<file path="config.mk">
export PLATFORM = sky130hd
export DESIGN_NAME = u2_ctrl_core
export DESIGN_NICKNAME = d
export VERILOG_FILES = /design/src/hdl/u2_ctrl_pkg.sv /design/src/hdl/bus_addr_decode.sv /design/src/hdl/setting_regs.sv /design/src/hdl/status_readback.sv /design/src/hdl/u2_ctrl_core.sv
export VERILOG_INCLUDE_DIRS = /design/src /design/src/hdl
export SDC_FILE = /design/constraint.sdc
export NUM_CORES = 1
export LEC_CHECK = 0
export ABC_AREA = 1
export ABC_CLOCK_PERIOD_IN_PS = 3000
export CORE_MARGIN = 2
export CORE_UTILIZATION = 30
export CTS_CLUSTER_SIZE = 30
export DETAILED_ROUTE_END_ITERATION = 7
export DONT_BUFFER_PORTS = 1
export PLACE_DENSITY = 0.42
export SLEW_MARGIN = 20
export SYNTH_ARGS = -nofsm -noshare
export SYNTH_HDL_FRONTEND = slang
export SYNTH_SLANG_ARGS = --single-unit
</file>
<file path="constraint.sdc">
create_clock -name dsp_clk -period 3 [get_ports dsp_clk]
set_input_delay 0.6 -clock dsp_clk [delete_from_list [all_inputs] [get_ports dsp_clk]]
set_output_delay 0.6 -clock dsp_clk [all_outputs]
set_load 0.1 [all_outputs]
</file>
<file path="src/hdl/u2_ctrl_params.svh">
/*
 Widths, window decode values and address maps of the control core.
 Setting and readback numbers must match the decode bits taken in bus_addr_decode.
*/
`ifndef U2_CTRL_PARAMS_SVH
`define U2_CTRL_PARAMS_SVH

// Bus widths
`define U2_DW           32
`define U2_AW           16
`define U2_DECODE_W     6

// Window decode values on the upper address bits
`define U2_WIN_SETTINGS 6'b110101
`define U2_WIN_READBACK 6'b110011

// Setting register addresses
`define U2_SR_CLOCK     8'd0
`define U2_SR_SERDES    8'd1
`define U2_SR_ADC       8'd2
`define U2_SR_LED_SW    8'd3
`define U2_SR_PHY       8'd4
`define U2_SR_PAGE      8'd6
`define U2_SR_LED_SRC   8'd8

// Readback word numbers
`define U2_RB_MODE      4'd9
`define U2_RB_IRQ       4'd13
`define U2_RB_IRQ_ENC   4'd14
`define U2_RB_CYCLES    4'd15

`define U2_PAGE_W       20
`define U2_IRQ_NONE     32'd32

`endif

</file>
<file path="src/hdl/u2_ctrl_pkg.sv">
/*
 Types shared by the control core. Widths come from the params header.
*/
`default_nettype none
`include "u2_ctrl_params.svh"

package u2_ctrl_pkg;

   typedef logic [`U2_DW-1:0]     wb_data_t;
   typedef logic [`U2_AW-1:0]     wb_addr_t;
   typedef logic [7:0]            set_addr_t;
   typedef logic [3:0]            rb_word_t;
   typedef logic [7:0]            led_t;
   typedef logic [`U2_PAGE_W-1:0] page_t;

   // One settings bus write
   typedef struct packed {
      logic      strobe;
      set_addr_t addr;
      wb_data_t  data;
   } setting_wr_t;

   typedef struct packed {
      logic     valid;
      rb_word_t word;
   } rb_req_t;

   // Interrupt and status lines, in the order of the original top level
   typedef struct packed {
      logic pps;
      logic overrun;
      logic underrun;
      logic phy_int_n;
      logic i2c;
      logic spi;
      logic timer;
      logic buffer;
      logic uart_tx;
      logic uart_rx;
      logic serdes_link_up;
      logic clk_status;
   } irq_src_t;

   // Packing order matches the low bits of the clock, SERDES and ADC settings
   typedef struct packed {
      logic       clock_ready;
      logic [1:0] clk_en;
      logic [1:0] clk_sel;
      logic       ser_enable;
      logic       ser_prbsen;
      logic       ser_loopen;
      logic       ser_rx_en;
      logic       adc_oe_a;
      logic       adc_on_a;
      logic       adc_oe_b;
      logic       adc_on_b;
   } ctrl_lines_t;

endpackage

`default_nettype wire

</file>
<file path="src/hdl/bus_addr_decode.sv">
/*
 Single master, one-cycle strobes, no back-pressure. A hit acks one cycle later;
 a miss on both windows never acks.
*/
`default_nettype none
`include "u2_ctrl_params.svh"

module bus_addr_decode (
   input  logic                     dsp_clk,
   input  logic                     wb_rst,
   input  logic                     stb_i,
   input  logic                     we_i,
   input  u2_ctrl_pkg::wb_addr_t    adr_i,
   input  u2_ctrl_pkg::wb_data_t    dat_i,
   output u2_ctrl_pkg::setting_wr_t set_wr_o,
   output u2_ctrl_pkg::rb_req_t     rb_req_o,
   output logic                     ack_o
);

   logic [`U2_DECODE_W-1:0] win_sel;
   logic                    hit_set;
   logic                    hit_rb;

   ////////////////////
   // Window decode
   ////////////////////

   assign win_sel = adr_i[`U2_AW-1 -: `U2_DECODE_W];
   assign hit_set = (win_sel == `U2_WIN_SETTINGS);
   assign hit_rb  = (win_sel == `U2_WIN_READBACK);

   ////////////////////
   // Registered request
   ////////////////////

   // Ack and request strobes
   always_ff @(posedge dsp_clk) begin
      if (wb_rst) begin
         ack_o           <= 1'b0;
         set_wr_o.strobe <= 1'b0;
         rb_req_o.valid  <= 1'b0;
      end else begin
         // Read of the settings window still acks, with zero data
         ack_o           <= stb_i & (hit_set | hit_rb);
         set_wr_o.strobe <= stb_i & we_i & hit_set;
         rb_req_o.valid  <= stb_i & ~we_i & hit_rb;
      end
   end

   // Payload follows the bus every cycle
   always_ff @(posedge dsp_clk) begin
      set_wr_o.addr <= adr_i[9:2];
      set_wr_o.data <= dat_i;
      rb_req_o.word <= adr_i[5:2];
   end

endmodule

`default_nettype wire

</file>
<file path="src/hdl/setting_regs.sv">
/*
 Setting bank at addresses 0,1,2,3,4,6,8; other addresses are ignored.
 A write strobed in cycle N+1 shows on the pins from cycle N+2.
*/
`default_nettype none
`include "u2_ctrl_params.svh"

module setting_regs (
   input  logic                     dsp_clk,
   input  logic                     wb_rst,
   input  u2_ctrl_pkg::setting_wr_t set_wr_i,
   input  logic                     clk_status_i,
   input  logic                     serdes_link_up_i,
   output u2_ctrl_pkg::ctrl_lines_t ctrl_o,
   output logic                     phy_resetn_o,
   output u2_ctrl_pkg::page_t       page_o,
   output u2_ctrl_pkg::led_t        leds_o
);

   import u2_ctrl_pkg::*;

   logic [4:0] clock_q;
   logic [3:0] serdes_q;
   logic [3:0] adc_q;
   logic       phy_q;
   page_t      page_q;
   led_t       led_sw_q;
   led_t       led_src_q;
   led_t       led_hw;

   ////////////////////
   // Register bank
   ////////////////////

   always_ff @(posedge dsp_clk) begin
      if (wb_rst) begin
         clock_q   <= '0;
         serdes_q  <= '0;
         adc_q     <= '0;
         phy_q     <= 1'b0;
         page_q    <= '0;
         led_sw_q  <= '0;
         led_src_q <= '0;
      end else if (set_wr_i.strobe) begin
         case (set_wr_i.addr)
            `U2_SR_CLOCK: begin
               clock_q <= set_wr_i.data[4:0];
            end
            `U2_SR_SERDES: begin
               serdes_q <= set_wr_i.data[3:0];
            end
            `U2_SR_ADC: begin
               adc_q <= set_wr_i.data[3:0];
            end
            `U2_SR_LED_SW: begin
               led_sw_q <= set_wr_i.data[7:0];
            end
            `U2_SR_PHY: begin
               phy_q <= set_wr_i.data[0];
            end
            `U2_SR_PAGE: begin
               page_q <= set_wr_i.data[`U2_PAGE_W-1:0];
            end
            `U2_SR_LED_SRC: begin
               led_src_q <= set_wr_i.data[7:0];
            end
            default: begin
               // Unmapped setting addresses are ignored
            end
         endcase
      end
   end

   ////////////////////
   // Control pins
   ////////////////////

   // Clock word on top, then SERDES, then ADC
   assign ctrl_o       = ctrl_lines_t'({clock_q, serdes_q, adc_q});
   assign phy_resetn_o = ~phy_q;
   assign page_o       = page_q;

   ////////////////////
   // LED mix
   ////////////////////

   // Source bit 1 selects hardware, 0 selects software
   assign led_hw = {6'b0, clk_status_i, serdes_link_up_i};
   assign leds_o = (led_src_q & led_hw) | (~led_src_q & led_sw_q);

endmodule

`default_nettype wire

</file>
<file path="src/hdl/status_readback.sv">
/*
 16-word status window. dat_o is combinational from the registered request
 and reads zero outside a read ack.
*/
`default_nettype none
`include "u2_ctrl_params.svh"

module status_readback (
   input  logic                  dsp_clk,
   input  logic                  wb_rst,
   input  u2_ctrl_pkg::rb_req_t  rb_req_i,
   input  u2_ctrl_pkg::irq_src_t irq_src_i,
   input  logic                  sim_mode_i,
   input  logic [3:0]            clock_divider_i,
   output u2_ctrl_pkg::wb_data_t dat_o
);

   import u2_ctrl_pkg::*;

   wb_data_t cycle_q;
   wb_data_t irq_vec;
   wb_data_t irq_enc;

   ////////////////////
   // Cycle counter
   ////////////////////

   always_ff @(posedge dsp_clk) begin
      if (wb_rst) begin
         cycle_q <= '0;
      end else begin
         cycle_q <= cycle_q + 1'b1;
      end
   end

   ////////////////////
   // Interrupt vector
   ////////////////////

   assign irq_vec = {20'b0,
                     irq_src_i.clk_status,
                     irq_src_i.serdes_link_up,
                     irq_src_i.uart_tx,
                     irq_src_i.uart_rx,
                     irq_src_i.pps,
                     irq_src_i.overrun,
                     irq_src_i.underrun,
                     irq_src_i.phy_int_n,
                     irq_src_i.i2c,
                     irq_src_i.spi,
                     irq_src_i.timer,
                     irq_src_i.buffer};

   // Highest set bit of the low half wins
   always_comb begin
      irq_enc = `U2_IRQ_NONE;
      for (int i = 0; i < 16; i++) begin
         if (irq_vec[i]) begin
            irq_enc = wb_data_t'(i);
         end
      end
   end

   ////////////////////
   // Word mux
   ////////////////////

   always_comb begin
      dat_o = '0;
      if (rb_req_i.valid) begin
         case (rb_req_i.word)
            `U2_RB_MODE:    dat_o = {sim_mode_i, 27'b0, clock_divider_i};
            `U2_RB_IRQ:     dat_o = irq_vec;
            `U2_RB_IRQ_ENC: dat_o = irq_enc;
            `U2_RB_CYCLES:  dat_o = cycle_q;
            default:        dat_o = '0;
         endcase
      end
   end

endmodule

`default_nettype wire

</file>
<file path="src/hdl/u2_ctrl_core.sv">
/*
 Control-plane core, all on dsp_clk. Link-up and clock status for the LEDs
 are taken from the interrupt source bundle.
*/
`default_nettype none

module u2_ctrl_core (
   input  logic                     dsp_clk,
   input  logic                     wb_rst,

   // Bus slave port
   input  logic                     stb_i,
   input  logic                     we_i,
   input  u2_ctrl_pkg::wb_addr_t    adr_i,
   input  u2_ctrl_pkg::wb_data_t    dat_i,
   output u2_ctrl_pkg::wb_data_t    dat_o,
   output logic                     ack_o,

   // Status inputs
   input  u2_ctrl_pkg::irq_src_t    irq_src_i,
   input  logic                     sim_mode_i,
   input  logic [3:0]               clock_divider_i,

   // Control pins
   output u2_ctrl_pkg::ctrl_lines_t ctrl_o,
   output logic                     phy_resetn_o,
   output u2_ctrl_pkg::page_t       page_o,
   output u2_ctrl_pkg::led_t        leds_o
);

   import u2_ctrl_pkg::*;

   setting_wr_t set_wr;
   rb_req_t     rb_req;

   ////////////////////
   // Address decode
   ////////////////////

   bus_addr_decode u_bus_addr_decode (
      .dsp_clk  (dsp_clk),
      .wb_rst   (wb_rst),
      .stb_i    (stb_i),
      .we_i     (we_i),
      .adr_i    (adr_i),
      .dat_i    (dat_i),
      .set_wr_o (set_wr),
      .rb_req_o (rb_req),
      .ack_o    (ack_o)
   );

   ////////////////////
   // Settings
   ////////////////////

   setting_regs u_setting_regs (
      .dsp_clk          (dsp_clk),
      .wb_rst           (wb_rst),
      .set_wr_i         (set_wr),
      .clk_status_i     (irq_src_i.clk_status),
      .serdes_link_up_i (irq_src_i.serdes_link_up),
      .ctrl_o           (ctrl_o),
      .phy_resetn_o     (phy_resetn_o),
      .page_o           (page_o),
      .leds_o           (leds_o)
   );

   ////////////////////
   // Status readback
   ////////////////////

   status_readback u_status_readback (
      .dsp_clk         (dsp_clk),
      .wb_rst          (wb_rst),
      .rb_req_i        (rb_req),
      .irq_src_i       (irq_src_i),
      .sim_mode_i      (sim_mode_i),
      .clock_divider_i (clock_divider_i),
      .dat_o           (dat_o)
   );

endmodule

`default_nettype wire

</file>
==> qor.csv <==
stage;metric;value;unit
setup_path;critical path fanouts, max;22;
yosys;Synth cell types;40;
cells_and_area;final net count;753;
clocking;CTS H-Tree Depth;4;
timing;slew at the pin with the worst max-slew slack;1010;ps
placed_design;Final GP Congestion;0.874;
yosys;largest cells by area after synthesis;dfxtp_1, nor2_1, nand2_1;
run;max-cap violation count;0;
timing;f_max;0.369;GHz
floorplanning;Die ar.;16800;µm²
detailed_routing;vias per inst;4.68;
pwr;PwrDens;539;nW/µm²
timing;post-layout min period;2710;ps
yosys;post-synthesis adder-cell area fraction;0.265;%
placed_design;hpwl dp;9.68;mm
timing;setup violators final;0;
floorplanning;IO Pins;144;
clocking;hold buffers post-CTS;0;
clocking;total CTS buffers;17;
yosys;syn avg cell area;7.39;µm²
global_routing;first-pass GRT wire length;20.7;mm
yosys;xor/xnor share of the synthesized area;0.741;%
yosys;largest family of logic cells by synthesized area;simple AND/OR/NAND/NOR gates;
detailed_routing;Iteration-0 DRC Markers;208;
floorplanning;height of the die;130;µm
setup_path;RR Startpoint;u_bus_addr_decode.set_wr_o[37]$_DFF_P_;
setup_path;CP required;2400;ps
yosys;Synth Instances;640;
yosys;Synth area leader;dfxtp_1;
global_routing;initial antenna violation count;0;
timing;final hold vios;0;
setup_path;Setup CP Type;flop to output pin;
cells_and_area;commonest non-fill, non-tap cell in the layout;dfxtp_1;
timing;pins over their slew limit;0;
global_routing;total gr overflow;0;
cells_and_area;P&R area growth vs syn;35.5;%
detailed_routing;Avg WL per Cell;14.2;µm
cells_and_area;final core occ;41.8;%
yosys;Synth Area in Compound Gates;14.1;%
clocking;TritonCTS clock tree;yes;
worst_hold_path;worst hold path class;primary input to flop;
floorplanning;core box area;15300;µm²
yosys;Syn Std Cell Area;4730;µm²
yosys;multiplexer share of the synthesized area;0;%
floorplanning;Die X;130;µm
detailed_routing;DRT Wirelength;12.9;mm
setup_path;CP Launch Type;flop;
timing;max_slew headroom;32.6;%
setup_path;CP arrival;2110;ps
setup_path;Reg2Reg Depth;7;
yosys;Synth Warn #;0;
yosys;simple-gate share of the synthesized area;28.7;%
yosys;Post-Syn Nets;710;
floorplanning;# rows;45;
global_routing;pin count of the biggest net entering global routing;47;
timing;setup TNS;0;ps
global_routing;GRT Total Usage;16.1;%
cells_and_area;Antenna diodes;0;
clocking;Resized Gates After CTS;0;
detailed_routing;total number of vias;4246;
cells_and_area;share of cells above drive strength 1;21.6;%
placed_design;input/output buffers;0;
cells_and_area;most frequent cells in the layout;dfxtp_1, nor2_1, nand2_1;
clocking;root buffer cell;clkbuf_16;
pwr;VDD IR max;0.339;mV
yosys;top cell type's share of synthesized area;47.8;%
detailed_routing;drt drc;0;
detailed_routing;post-route ant nets;0;
timing;Fin Clk Skew;18.8;ps
clocking;setup bufs post-CTS;0;
global_routing;vias in the first global route;4212;
yosys;synthesized flop and latch total;113;
worst_hold_path;hold path startpoint;dat_i[4];
timing;RSZ-0062 raised after global routing;no;
run_status;status;completed;
worst_hold_path;Hold EP;u_bus_addr_decode.set_wr_o[4]$_DFF_P_;
setup_path;R2R setup slack;1020;ps
setup_path;Crit. End Element;output pin;
clocking;Sink Count;113;
timing;Tcrit/Tclk final;90.3;%
floorplanning;Starting Density;30.9;%
setup_path;reg-to-reg endpoint;u_setting_regs.page_o[4]$_SDFFE_PP0P_;
clocking;clock slew at reported path FFs;60;ps
yosys;register area share after synthesis;47.8;%
clocking;clk buf depth;2;
clocking;worst skew pair latency;420;ps
worst_hold_path;hold depth;0;
pwr;Leakage;0.00230;µW
detailed_routing;DR pass1 iterations;5;
[synth_stat cells, drive strengths merged]
master  number
a41oi        1
nand3b       1
dfxtp      113
or3          1
nor4b        1
nor3b        3
clkbuf      17
nand2       92
xor2         4
a211oi       6
nor3        41
or2          4
inv         81
ha           1
nand4        8
a221oi       2
nor4         1
nor2       110
o22ai        2
buf          5
clkinv       1
o31ai        1
a21oi       59
o21a         1
o21ai       54
nand3       30
[cell families (layout without fill, tap and decap cells)]
kind of cell	Yosys count	after routing
adders and majority gates	1	1
DFF	113	113
xor gates and xnor gates	4	4
and+or+nand+nor	292	292
buffers and inverters	104	160
AOI/OAI and AO/OA	126	126
[worst max path at each step]
stage                                           start   endpoint  slack (ps)  cells after the start
2_1_floorplan  u_bus_addr_decode.set_wr_o[34]$_DFF_P_  dat_o[12]        -450                      5
3_3_place_gp   u_bus_addr_decode.set_wr_o[35]$_DFF_P_   dat_o[0]         720                      9
3_5_place_dp   u_bus_addr_decode.set_wr_o[35]$_DFF_P_   dat_o[0]         710                      9
4_1_cts        u_bus_addr_decode.set_wr_o[35]$_DFF_P_   dat_o[0]         270                      9
5_1_grt        u_bus_addr_decode.set_wr_o[35]$_DFF_P_   dat_o[2]         110                      9
6_report       u_bus_addr_decode.set_wr_o[35]$_DFF_P_   dat_o[0]         290                      9
[routing by layer]
metal | wire [µm] | global-route usage (%)
met5 | 0 | 0
met4 | 235 | 7.40
met3 | 848 | 5.70
met2 | 6120 | 26.2
met1 | 5690 | 19.2
[worst max-delay path, stage by stage (launching register included)]
cell and delay (ps):
dfxtp_1 370, nand2_1 110, nor2_1 100, buf_4 180
inv_1 50, buf_4 230, o21ai_0 190, a21oi_1 70
a21oi_2 200, buf_12 190
[layout make-up]
| class | instances | area [µm²] |
|---|---|---|
| fill | 1544 | 8910 |
| sequential | 113 | 2260 |
| multi-input combinational | 423 | 2230 |
| timing repair buffer | 46 | 793 |
| clock buffer | 18 | 429 |
| inverter | 82 | 308 |
| tap | 211 | 264 |
| clock inverter | 14 | 118 |
[metrics by stage]
| stage | hold WS (ps) | std cells | area (µm²) | total power (µW) | setup slack (ps) |
|---|---|---|---|---|---|
| 2_1_floorplan | 429 | 640 | 4740 | 1630 | -447 |
| 3_3_place_gp | 442 | 875 | 5860 | 1650 | 720 |
| 3_5_place_dp | 455 | 875 | 5860 | 1650 | 712 |
| 4_1_cts | 187 | 907 | 6410 | 3500 | 267 |
| 5_1_grt | 184 | 907 | 6410 | 3580 | 115 |
| 6_report | 199 | 907 | 6410 | 3450 | 292 |
[flip-flops by register name (all words and copies together) (netlist names)]
register,cells
u_status_readback.cycle_q,32
u_bus_addr_decode.set_wr_o,29
u_setting_regs.page_o,20
u_setting_regs.led_src_q,8
u_setting_regs.led_sw_q,8
u_setting_regs.clock_q,5
u_setting_regs.adc_q,4
u_setting_regs.serdes_q,4
u_bus_addr_decode.ack_o,1
u_bus_addr_decode.rb_req_o,1
u_setting_regs.phy_q,1
[power breakdown]
| part | total, µW | internal, µW | switching [µW] |
|---|---|---|---|
| Clock | 1830 | 1130 | 705 |
| Sequential | 1540 | 1530 | 10.9 |
| Combinational | 82.0 | 23.2 | 58.9 |
| Total | 3450 | 2680 | 775 |
No activity file was read; power rests on OpenSTA's default activity.
